$ cat src/source/aluPkg.sv
`default_nettype none

package aluPkg;

  localparam int wordWidth   = 16;
  localparam int nibbleWidth = 4;
  localparam int byteWidth   = 8;
  localparam int shamtWidth  = 4;
  localparam int opWidth     = 4;

  typedef logic [wordWidth-1:0]   word_t;
  typedef logic [nibbleWidth-1:0] nibble_t;   // one lookahead block or PADDSB lane
  typedef logic [shamtWidth-1:0]  shamt_t;

  // opcode map of the teaching ISA, 1000 and up are unused
  typedef enum logic [opWidth-1:0] {
    opAdd    = 4'b0000,
    opSub    = 4'b0001,
    opXor    = 4'b0010,
    opRed    = 4'b0011,
    opSll    = 4'b0100,
    opSra    = 4'b0101,
    opRor    = 4'b0110,
    opPaddsb = 4'b0111
  } aluOp_t;

  // low two opcode bits of the shift group
  typedef enum logic [1:0] {
    modeSll = 2'b00,
    modeSra = 2'b01,
    modeRor = 2'b10
  } shiftMode_t;

  typedef struct packed {
    word_t a;
    word_t b;
  } operandPair_t;

  // saturation limits
  localparam word_t   satMax       = 16'h7FFF;
  localparam word_t   satMin       = 16'h8000;
  localparam nibble_t nibbleSatMax = 4'b0111;
  localparam nibble_t nibbleSatMin = 4'b1000;

endpackage

`default_nettype wire

$ cat src/source/claAdder4.sv
`timescale 1ns/1ns
`default_nettype none

module claAdder4 (
  input  wire aluPkg::nibble_t a,
  input  wire aluPkg::nibble_t b,
  input  wire                  carryIn,
  output aluPkg::nibble_t      sum,
  output logic                 carryOut,
  output logic                 signedOverflow
);

  aluPkg::nibble_t              g;  // generate
  aluPkg::nibble_t              p;  // propagate, xor form so it doubles as half sum
  logic [aluPkg::nibbleWidth:0] c;  // c[i] is the carry into bit i

  assign g = a & b;
  assign p = a ^ b;

  // flattened lookahead terms, no ripple between bits
  assign c[0] = carryIn;
  assign c[1] = g[0] | (p[0] & carryIn);
  assign c[2] = g[1] | (p[1] & g[0]) | (p[1] & p[0] & carryIn);
  assign c[3] = g[2] | (p[2] & g[1]) | (p[2] & p[1] & g[0])
              | (p[2] & p[1] & p[0] & carryIn);
  assign c[4] = g[3] | (p[3] & g[2]) | (p[3] & p[2] & g[1])
              | (p[3] & p[2] & p[1] & g[0])
              | (p[3] & p[2] & p[1] & p[0] & carryIn);

  assign sum      = p ^ c[aluPkg::nibbleWidth-1:0];
  assign carryOut = c[aluPkg::nibbleWidth];

  // carry into the sign bit disagrees with carry out
  assign signedOverflow = c[aluPkg::nibbleWidth-1] ^ c[aluPkg::nibbleWidth];

endmodule

`default_nettype wire

$ cat src/source/satAddSub.sv
`timescale 1ns/1ns
`default_nettype none

module satAddSub (
  input  wire aluPkg::operandPair_t operands,
  input  wire                       subtract,
  output aluPkg::word_t             sum,
  output logic                      overflow
);

  localparam int msb = aluPkg::wordWidth - 1;

  aluPkg::word_t                     bMod;      // b or ~b
  aluPkg::word_t                     rawSum;    // wrapped result
  logic [3:0]                        carry;     // carries between the four blocks
  logic signed [aluPkg::wordWidth:0] exactSum;  // behavioral 17-bit result

  assign bMod     = operands.b ^ {aluPkg::wordWidth{subtract}};
  assign carry[0] = subtract;  // +1 of the two's complement

  claAdder4 i_cla0 (
    .a(operands.a[3:0]), .b(bMod[3:0]), .carryIn(carry[0]),
    .sum(rawSum[3:0]), .carryOut(carry[1]), .signedOverflow()
  );

  claAdder4 i_cla1 (
    .a(operands.a[7:4]), .b(bMod[7:4]), .carryIn(carry[1]),
    .sum(rawSum[7:4]), .carryOut(carry[2]), .signedOverflow()
  );

  claAdder4 i_cla2 (
    .a(operands.a[11:8]), .b(bMod[11:8]), .carryIn(carry[2]),
    .sum(rawSum[11:8]), .carryOut(carry[3]), .signedOverflow()
  );

  // only the top block sees the word's sign bit
  claAdder4 i_cla3 (
    .a(operands.a[15:12]), .b(bMod[15:12]), .carryIn(carry[3]),
    .sum(rawSum[15:12]), .carryOut(), .signedOverflow(overflow)
  );

  // on overflow a and bMod share a sign, which is the sign of the true result
  assign sum = overflow ? (operands.a[msb] ? aluPkg::satMin : aluPkg::satMax) : rawSum;

  assign exactSum = subtract ? ($signed(operands.a) - $signed(operands.b))
                             : ($signed(operands.a) + $signed(operands.b));

  // a limit value without the flag has to be a real in-range result
  always_comb begin
    if (!overflow && (sum == aluPkg::satMax || sum == aluPkg::satMin)) begin
      assert final (exactSum == {sum[msb], sum})
        else $error("satAddSub: limit value %h without overflow", sum);
    end
  end

endmodule

`default_nettype wire

$ cat src/source/nibbleSatAdder.sv
`timescale 1ns/1ns
`default_nettype none

module nibbleSatAdder (
  input  wire aluPkg::operandPair_t operands,
  output aluPkg::word_t             sum,
  output logic                      overflow
);

  localparam int nw    = aluPkg::nibbleWidth;
  localparam int lanes = aluPkg::wordWidth / nw;

  aluPkg::word_t    rawSum;   // wrapped lane sums
  logic [lanes-1:0] laneOvf;

  // lanes are independent, carry never crosses a nibble boundary
  for (genvar i = 0; i < lanes; i++) begin : g_lane
    localparam int lo = i * nw;

    claAdder4 i_cla (
      .a(operands.a[lo +: nw]),
      .b(operands.b[lo +: nw]),
      .carryIn(1'b0),
      .sum(rawSum[lo +: nw]),
      .carryOut(),
      .signedOverflow(laneOvf[i])
    );

    // both inputs share a sign on overflow, so a's sign picks the limit
    assign sum[lo +: nw] = laneOvf[i]
        ? (operands.a[lo + nw - 1] ? aluPkg::nibbleSatMin : aluPkg::nibbleSatMax)
        : rawSum[lo +: nw];
  end

  assign overflow = |laneOvf;  // any lane clipped

endmodule

`default_nettype wire

$ cat src/source/byteReducer.sv
`timescale 1ns/1ns
`default_nettype none

module byteReducer (
  input  wire aluPkg::operandPair_t operands,
  output aluPkg::word_t             sum
);

  localparam int nw = aluPkg::nibbleWidth;
  localparam int bw = aluPkg::byteWidth;

  logic [1:0][bw:0] partial;    // 9-bit signed sums, [0] low bytes, [1] high bytes
  logic [1:0]       midCarry;   // between the nibble blocks of one byte
  logic [1:0]       byteCarry;  // out of each byte
  logic             stage2Mid;
  logic             stage2Carry;
  logic             carry9;
  logic [bw+1:0]    total;      // 10-bit signed total

  // stage 1, a byte of a plus the same byte of b
  for (genvar i = 0; i < 2; i++) begin : g_byte
    localparam int lo = i * bw;

    claAdder4 i_claLo (
      .a(operands.a[lo +: nw]), .b(operands.b[lo +: nw]), .carryIn(1'b0),
      .sum(partial[i][nw-1:0]), .carryOut(midCarry[i]), .signedOverflow()
    );

    claAdder4 i_claHi (
      .a(operands.a[lo + nw +: nw]), .b(operands.b[lo + nw +: nw]),
      .carryIn(midCarry[i]),
      .sum(partial[i][bw-1:nw]), .carryOut(byteCarry[i]), .signedOverflow()
    );

    // ninth bit from the sign-extended byte operands
    assign partial[i][bw] = operands.a[lo + bw - 1] ^ operands.b[lo + bw - 1] ^ byteCarry[i];
  end

  // stage 2, low eight bits of the partials through two more blocks
  claAdder4 i_claSumLo (
    .a(partial[0][nw-1:0]), .b(partial[1][nw-1:0]), .carryIn(1'b0),
    .sum(total[nw-1:0]), .carryOut(stage2Mid), .signedOverflow()
  );

  claAdder4 i_claSumHi (
    .a(partial[0][bw-1:nw]), .b(partial[1][bw-1:nw]), .carryIn(stage2Mid),
    .sum(total[bw-1:nw]), .carryOut(stage2Carry), .signedOverflow()
  );

  // bit 8 plus one sign-extension bit, 10 bits always hold four bytes
  assign total[bw]   = partial[0][bw] ^ partial[1][bw] ^ stage2Carry;
  assign carry9      = (partial[0][bw] & partial[1][bw])
                     | (stage2Carry & (partial[0][bw] ^ partial[1][bw]));
  assign total[bw+1] = partial[0][bw] ^ partial[1][bw] ^ carry9;

  assign sum = {{(aluPkg::wordWidth - bw - 2){total[bw+1]}}, total};

endmodule

`default_nettype wire

$ cat src/source/shifter.sv
`timescale 1ns/1ns
`default_nettype none

module shifter (
  input  wire aluPkg::word_t      data,
  input  wire aluPkg::shamt_t     shamt,
  input  wire aluPkg::shiftMode_t mode,
  output aluPkg::word_t           shifted
);

  aluPkg::word_t stage;  // running value through the log stages

  // log shifter, stage k moves by 2**k when shamt[k] is set
  always_comb begin
    stage = data;
    for (int k = 0; k < aluPkg::shamtWidth; k++) begin
      if (shamt[k]) begin
        case (mode)
          aluPkg::modeSll: begin
            stage = stage << (1 << k);  // zero fill
          end
          aluPkg::modeSra: begin
            stage = $signed(stage) >>> (1 << k);  // sign fill
          end
          aluPkg::modeRor: begin
            stage = (stage >> (1 << k)) | (stage << (aluPkg::wordWidth - (1 << k)));
          end
          default: begin
            stage = '0;  // mode 11 belongs to PADDSB
          end
        endcase
      end
    end
    shifted = stage;
  end

endmodule

`default_nettype wire

$ cat src/source/alu.sv
`timescale 1ns/1ns
`default_nettype none

module alu (
  input  wire                       clk,
  input  wire                       rstN,
  input  wire aluPkg::operandPair_t operands,
  input  wire aluPkg::shamt_t       imm,
  input  wire aluPkg::aluOp_t       op,
  output aluPkg::word_t             result,
  output logic                      overflow
);

  aluPkg::word_t      addSubSum;
  aluPkg::word_t      nibbleSum;
  aluPkg::word_t      reduceSum;
  aluPkg::word_t      shiftOut;
  aluPkg::word_t      nextResult;
  logic               addSubOvf;
  logic               nibbleOvf;
  logic               nextOverflow;
  aluPkg::shiftMode_t shiftMode;

  assign shiftMode = aluPkg::shiftMode_t'(op[1:0]);

  satAddSub i_satAddSub (
    .operands(operands),
    .subtract(op[0]),  // ADD 0000, SUB 0001
    .sum(addSubSum),
    .overflow(addSubOvf)
  );

  nibbleSatAdder i_nibbleSatAdder (
    .operands(operands),
    .sum(nibbleSum),
    .overflow(nibbleOvf)
  );

  byteReducer i_byteReducer (
    .operands(operands),
    .sum(reduceSum)
  );

  shifter i_shifter (
    .data(operands.a),
    .shamt(imm),
    .mode(shiftMode),
    .shifted(shiftOut)
  );

  always_comb begin
    nextResult   = '0;
    nextOverflow = 1'b0;
    case (op)
      aluPkg::opAdd, aluPkg::opSub: begin
        nextResult   = addSubSum;
        nextOverflow = addSubOvf;
      end
      aluPkg::opXor:    nextResult = operands.a ^ operands.b;
      aluPkg::opRed:    nextResult = reduceSum;
      aluPkg::opSll, aluPkg::opSra, aluPkg::opRor: begin
        nextResult = shiftOut;
      end
      aluPkg::opPaddsb: begin
        nextResult   = nibbleSum;
        nextOverflow = nibbleOvf;
      end
      default: ;  // 1000 to 1111 leave zero and a clear flag
    endcase
  end

  // one register stage accepting a new op every cycle
  always_ff @(posedge clk) begin
    if (!rstN) begin
      result   <= '0;
      overflow <= 1'b0;
    end else begin
      result   <= nextResult;
      overflow <= nextOverflow;
    end
  end

  opKnown : assert property (@(posedge clk) rstN |-> !$isunknown(op))
    else $error("alu: opcode unknown out of reset");

endmodule

`default_nettype wire

$ cat config.mk
export PLATFORM = sky130hd
export DESIGN_NAME = alu
export DESIGN_NICKNAME = d
export VERILOG_FILES = /design/src/source/aluPkg.sv /design/src/source/claAdder4.sv /design/src/source/satAddSub.sv /design/src/source/nibbleSatAdder.sv /design/src/source/byteReducer.sv /design/src/source/shifter.sv /design/src/source/alu.sv
export SDC_FILE = /design/constraint.sdc
export NUM_CORES = 1
export LEC_CHECK = 0
export BUFFER_PORTS_ARGS = -buffer_cell sky130_fd_sc_hd__buf_2
export CORE_ASPECT_RATIO = 1.75
export CORE_MARGIN = 4
export CORE_UTILIZATION = 50
export CTS_BUF_LIST = sky130_fd_sc_hd__clkbuf_16
export CTS_CLUSTER_SIZE = 14
export DETAILED_ROUTE_END_ITERATION = 12
export GPL_TIMING_DRIVEN = 0
export PLACE_DENSITY = 0.73
export SETUP_SLACK_MARGIN = 0.1
export SKIP_CTS_REPAIR_TIMING = 1
export SLEW_MARGIN = 30
export SYNTH_ARGS = -nofsm -noshare
export SYNTH_HDL_FRONTEND = slang
export SYNTH_SLANG_ARGS = --single-unit
$ cat constraint.sdc
create_clock -name clk -period 4.25 [get_ports clk]
set_clock_uncertainty 0.05 [all_clocks]
set_input_delay 0.2125 -clock clk [delete_from_list [all_inputs] [get_ports clk]]
set_output_delay 0.2125 -clock clk [all_outputs]
set_load 0.02 [all_outputs]
==> flow_metrics.tcl, run 1 <==
set metrics [dict create \
    status "completed" \
    clockBufferDepth 2 \
    dominantRegCellSynth "dfxtp_1" \
    fin_util_pct 57.9 \
    grt_setup_unrepaired "false" \
    crit_fanout 8 \
    cts_tree "yes" \
    finalWeightedCongestion 1.03 \
    antenna_found_initial 0 \
    critical_path_arrival_ps 4040 \
    fmax_mhz 250 \
    period_needed_ps 4000 \
    drive_gt1_share_pct 14.1 \
    cts_buffers 3 \
    path_clk_slew_ps 50 \
    synthesis.nets 772 \
    h-tree-depth 1 \
    grt_pass1_wl_mm 33.3 \
    ff_latch_area_sq_um 340 \
    grt_pass1_vias 6051 \
    track_usage_pct 38.7 \
    drc 0 \
    vias 6030 \
    required_ps 4290 \
    slowest_stage "fa_1" \
    maxSlewHeadroom_pct 40.3 \
    drv_cap 0 \
    path_cells "clkbuf_4, ha_1, a21o_1, a21oi_4, nor2b_1, nor2_2, fa_1, inv_2, ha_1, and2_1, a311o_1, a21oi_2, o21bai_2, a21o_1, fa_2, a221oi_1, a31oi_1" \
    start_util_pct 51.5 \
    area_delta_synth_final_pct 12.4 \
    synthDistinctLibCells 74 \
    gr-total-overflow 0 \
    port-buffer-count 54 \
    yosysTopAreaCellShare_pct 10.3 \
    nets 833 \
    ys_async_sr_fraction_pct 0 \
    ir_drop_v 0.000212 \
    power_density_nw_per_um2 237 \
    hp-class "in2reg" \
    ys_ff_latch 17 \
    hold_viol_final 0 \
    drtIter0Drc 693 \
    synth_cells 678 \
    fp.dieH_um 139 \
    end_kind "flop" \
    setup_viol 0 \
    period_share_pct 94.2 \
    netlist_area_sq_um 4870 \
    boundaryPins 59 \
    drv_slew 0 \
    die-area_sq_um 11400 \
    drt_pass1_iterations 8 \
    synthTopCellsByArea "ha_1 10%, dfxtp_1 7.0%, a21oi_1 5.9%" \
    rows 47 \
    synth-seq-area-share_pct 6.99 \
    yosys.area.top_type "ha_1" \
    diodes 0 \
    max_stage_delay_ps 450 \
    fillers 947 \
    synth_edf_count 0 \
    path_class "in2reg" \
    grt_max_degree 11 \
    avgViaCountPerCell 7.01 \
    yosys_warnings 0 \
    core-area_sq_um 9470 \
    multi_input_area_sq_um 4270 \
    p_leak_nw 2.31 \
    hpwl_mm 18.0 \
    startpoint_type "primary input" \
    syn_avg_cell_area_sq_um 7.19 \
    ctsRootBufferMaster "clkbuf_16" \
    drt-total-wl_mm 21.9 \
    hold_ws_ps 158 \
    worstMarginPinSlew_ps 889 \
    wl_per_cell_um 25.5 \
    die_x_um 82.6 \
    cts.sinks 17 \
    final_antenna_net_count 0 \
]
stage by stage:
stage | TNS, ps | area, sq um | power [mW] | instances | setup WS, ps
global placement | -8230 | 5300 | 1.03 | 854 | -681
CTS | -5110 | 5380 | 1.24 | 858 | -457
finish | 0 | 5480 | 1.30 | 860 | 248
floorplan | 0 | 4870 | 0.778 | 678 | 203
detailed placement | -9440 | 5300 | 1.05 | 854 | -710
global route | 0 | 5480 | 1.37 | 860 | 114
Yosys cell counts, drive strengths merged (4+ instances only):
master and instances:
a211oi 17, a21boi 5, a21o 16, a21oi 58
a221oi 6, a22oi 8, a311o 5, a31oi 15
a41oi 4, and2 8, buf 18, clkbuf 29
dfxtp 17, fa 12, ha 40, inv 30
mux2 7, mux2i 23, nand2 51, nand2b 22
nand3 19, nand4b 4, nor2 61, nor2b 15
nor3 11, o211a 4, o211ai 7, o21a 4
o21ai 51, o221ai 13, o22ai 5, o311ai 4
or2 4, xnor2 18, xor2 24
final timing paths:
path / start / endpoint / slack (ps) / cells past startpoint
max: operands[17] / result[8]$_SDFF_PN0_ / 250 / 17
min: rstN / overflow$_SDFF_PN0_ / 160 / 2
cell families (layout without fill, tap and decap cells):
family | after synthesis | after routing | share of synthesized area (%)
fa+ha+maj | 53 | 53 | 15.4
buf+inv | 77 | 137 | 6.42
flops | 17 | 17 | 6.99
compound gates | 250 | 250 | 36.0
mux | 31 | 31 | 6.88
simple gates | 208 | 208 | 20.7
xor+xnor | 42 | 42 | 7.55
layout make-up:
| cell class | count | area share, % |
|---|---|---|
| Buffer | 47 | 4.29 |
| Clock buffer | 3 | 1.37 |
| Clock inverter | 1 | 0.0914 |
| Inverter | 30 | 2.06 |
| Multi-Input combinational cell | 584 | 77.9 |
| Sequential cell | 17 | 6.21 |
| Tap cell | 122 | 2.79 |
| Timing Repair Buffer | 56 | 5.30 |
worst max-delay path, delay by kind of cell:
kind | cells | cell delay, ps
buf+inv | 2 | 270
fa+ha+maj | 4 | 1410
simple gates | 3 | 380
compound gates | 8 | 1760
routing by layer:
metal	part of all wire (%)	global-route usage (%)	up-vias
li1	-	-	2648
met1	32	39.6	2828
met2	50	66.2	380
met3	5.9	3.71	174
met4	12	34.4	0
met5	0	0	-
power breakdown:
group	internal, mW	total, mW	switching (mW)
clock	0.126	0.187	0.0607
combinational	0.353	0.940	0.588
sequential	0.168	0.170	0.00216
total	0.647	1.30	0.650
cells in the final DEF, fill, tap and decap left out, types with 18 or more instances in the layout:
| master | n |
|---|---|
| a21oi_1 | 54 |
| buf_2 | 59 |
| clkbuf_1 | 28 |
| ha_1 | 39 |
| inv_1 | 28 |
| mux2i_1 | 23 |
| nand2_1 | 51 |
| nand2b_1 | 22 |
| nand3_1 | 18 |
| nor2_1 | 59 |
| o21ai_0 | 38 |
| xnor2_1 | 18 |
| xor2_1 | 24 |
state kept, by name, indices dropped and copies added (netlist names):
| register | flops |
|---|---|
| result | 16 |
| overflow | 1 |
(Power assumes the default switching activity.)
==> run 2: changes to the inputs <==
Settings changed: PLACE_DENSITY 0.73 to 0.71, SYNTH_HIERARCHICAL from default to 1.
==> flow_metrics.tcl, run 2 <==
set metrics [dict create \
    drv_cap 0 \
    core-area_sq_um 12900 \
    maxSlewHeadroom_pct 29.0 \
    vias 7072 \
    antenna_found_initial 1 \
    status "completed" \
    die-area_sq_um 15200 \
    drtIter0Drc 425 \
    fp.dieH_um 160 \
    wl_per_cell_um 25.6 \
    power_density_nw_per_um2 233 \
    avgViaCountPerCell 6.55 \
    fmax_mhz 247 \
    ir_drop_v 0.000207 \
    period_needed_ps 4050 \
    layoutNonFillerInstCount 1079 \
    mostFrequentLayoutCells "71 x buf_2, 59 x xor2_1, 58 x o21ai_0, 54 x ha_1, 41 x nor2_1" \
    hpwl_mm 21.7 \
    rows 55 \
    drc 0 \
    netlist_area_sq_um 6590 \
    cts_tree "yes" \
    power_switching_mw 0.839 \
    critical_path_arrival_ps 4150 \
    startpoint_type "primary input" \
    syn_avg_cell_area_sq_um 8.06 \
    finalWeightedCongestion 1.06 \
    clockBufferDepth 2 \
    synth_cells 818 \
    period_share_pct 95.2 \
    largest_reg_flops 16 \
    mostFrequentLayoutCell "buf_2" \
    drt-total-wl_mm 27.7 \
    grt_pass1_wl_mm 41.1 \
    nets 1022 \
    gr-total-overflow 0 \
    dp.cells 1063 \
    clock_power_share_pct 10.8 \
    h-tree-depth 1 \
    drive_gt1_share_pct 23.7 \
    crit_fanout 10 \
    multi_input_area_sq_um 5910 \
    fillers 1349 \
    comb_power_share_pct 79.0 \
    diodes 0 \
    worstMarginPinSlew_ps 1060 \
    p_leak_nw 3.29 \
    drt_pass1_iterations 7 \
    end_kind "flop" \
    drv_slew 0 \
    ff_latch_area_sq_um 340 \
    finalSetupTns_ps 0 \
    grt_pass1_vias 6987 \
    grt_setup_unrepaired "false" \
    yosys_warnings 6 \
    start_util_pct 50.9 \
    boundaryPins 59 \
    path_class "in2reg" \
    grt_max_degree 19 \
    largest_register "result" \
    die_x_um 94.8 \
    hold_viol_final 0 \
    area_delta_synth_final_pct 12.8 \
    path_clk_slew_ps 50 \
    track_usage_pct 36.0 \
    p_sw_share_pct 48.5 \
    largestRegisters "result: 16 flops, overflow: 1 flops" \
    final_antenna_net_count 0 \
    p_int_mw 0.892 \
    hp-class "in2reg" \
    power_frac_seq_pct 10.2 \
    required_ps 4350 \
    port-buffer-count 55 \
    ctsRootBufferMaster "clkbuf_16" \
    cts_buffers 3 \
    setup_viol 0 \
    cts.sinks 17 \
]
[run 2: final timing paths]
| check | start | endpoint | slack (ps) | depth (start not counted) |
|---|---|---|---|---|
| min | operands[14] | result[14]$_SDFF_PN0_ | 320 | 4 |
| max | op[0] | result[10]$_SDFF_PN0_ | 200 | 21 |
[run 2: worst max-delay path, cell delays in order]
cell      delay (ps)
buf_6            130
buf_12           140
xor2_4           180
ha_4             230
a211oi_2         190
o21bai_2         100
a21o_2           210
a211oi_2         200
o21bai_2          90
a21o_2           220
a211oi_2         200
o21bai_2         110
a21o_4           250
a211oi_4         280
o21bai_4         100
mux2_4           360
clkbuf_4         210
o21ai_2          200
mux2i_1           90
o32a_1           190
a31oi_2          230
[run 2: area by class of cell]
class	count	area share, %
multi-input cells	725	79.6
plain buffers	61	5.22
repair buffers	66	4.93
flip-flops and latches	17	4.58
well taps	171	2.88
inverters	35	1.77
clock buffers	3	1.01
clock inverters	1	0.0505
[run 2: per-layer routing]
| metal | share of wire [%] | up-vias | GRT usage, % | routed length (um) |
|---|---|---|---|---|
| met1 | 32 | 3276 | 37.2 | 8810 |
| li1 | - | 3210 | - | - |
| met2 | 49 | 412 | 61.5 | 13500 |
| met4 | 12 | 0 | 30.7 | 3360 |
| met5 | 0 | - | 0 | 0 |
| met3 | 7.1 | 174 | 5.23 | 1950 |
[run 2: power groups by stage]
stage / logic, mW / registers (mW) / clock network [mW]
floorplan: 0.907 / 0.192 / 0
global placement: 1.27 / 0.179 / 0
detailed placement: 1.28 / 0.179 / 0
CTS: 1.29 / 0.176 / 0.186
global route: 1.47 / 0.177 / 0.194
finish: 1.37 / 0.176 / 0.187
[run 2: through the flow]
| stage | utilization [%] | worst slack, ps | hold WS, ps | total power [mW] | instance area (sq um) |
|---|---|---|---|---|---|
| after floorplan | - | 113 | 371 | 1.10 | 6670 |
| after global placement | 55.4 | -612 | 567 | 1.45 | 7160 |
| after detailed placement | 55.4 | -635 | 579 | 1.46 | 7160 |
| after CTS | 56.0 | -405 | 337 | 1.65 | 7240 |
| after global routing | 57.4 | 69.0 | 365 | 1.84 | 7430 |
| final | 57.4 | 203 | 324 | 1.73 | 7430 |
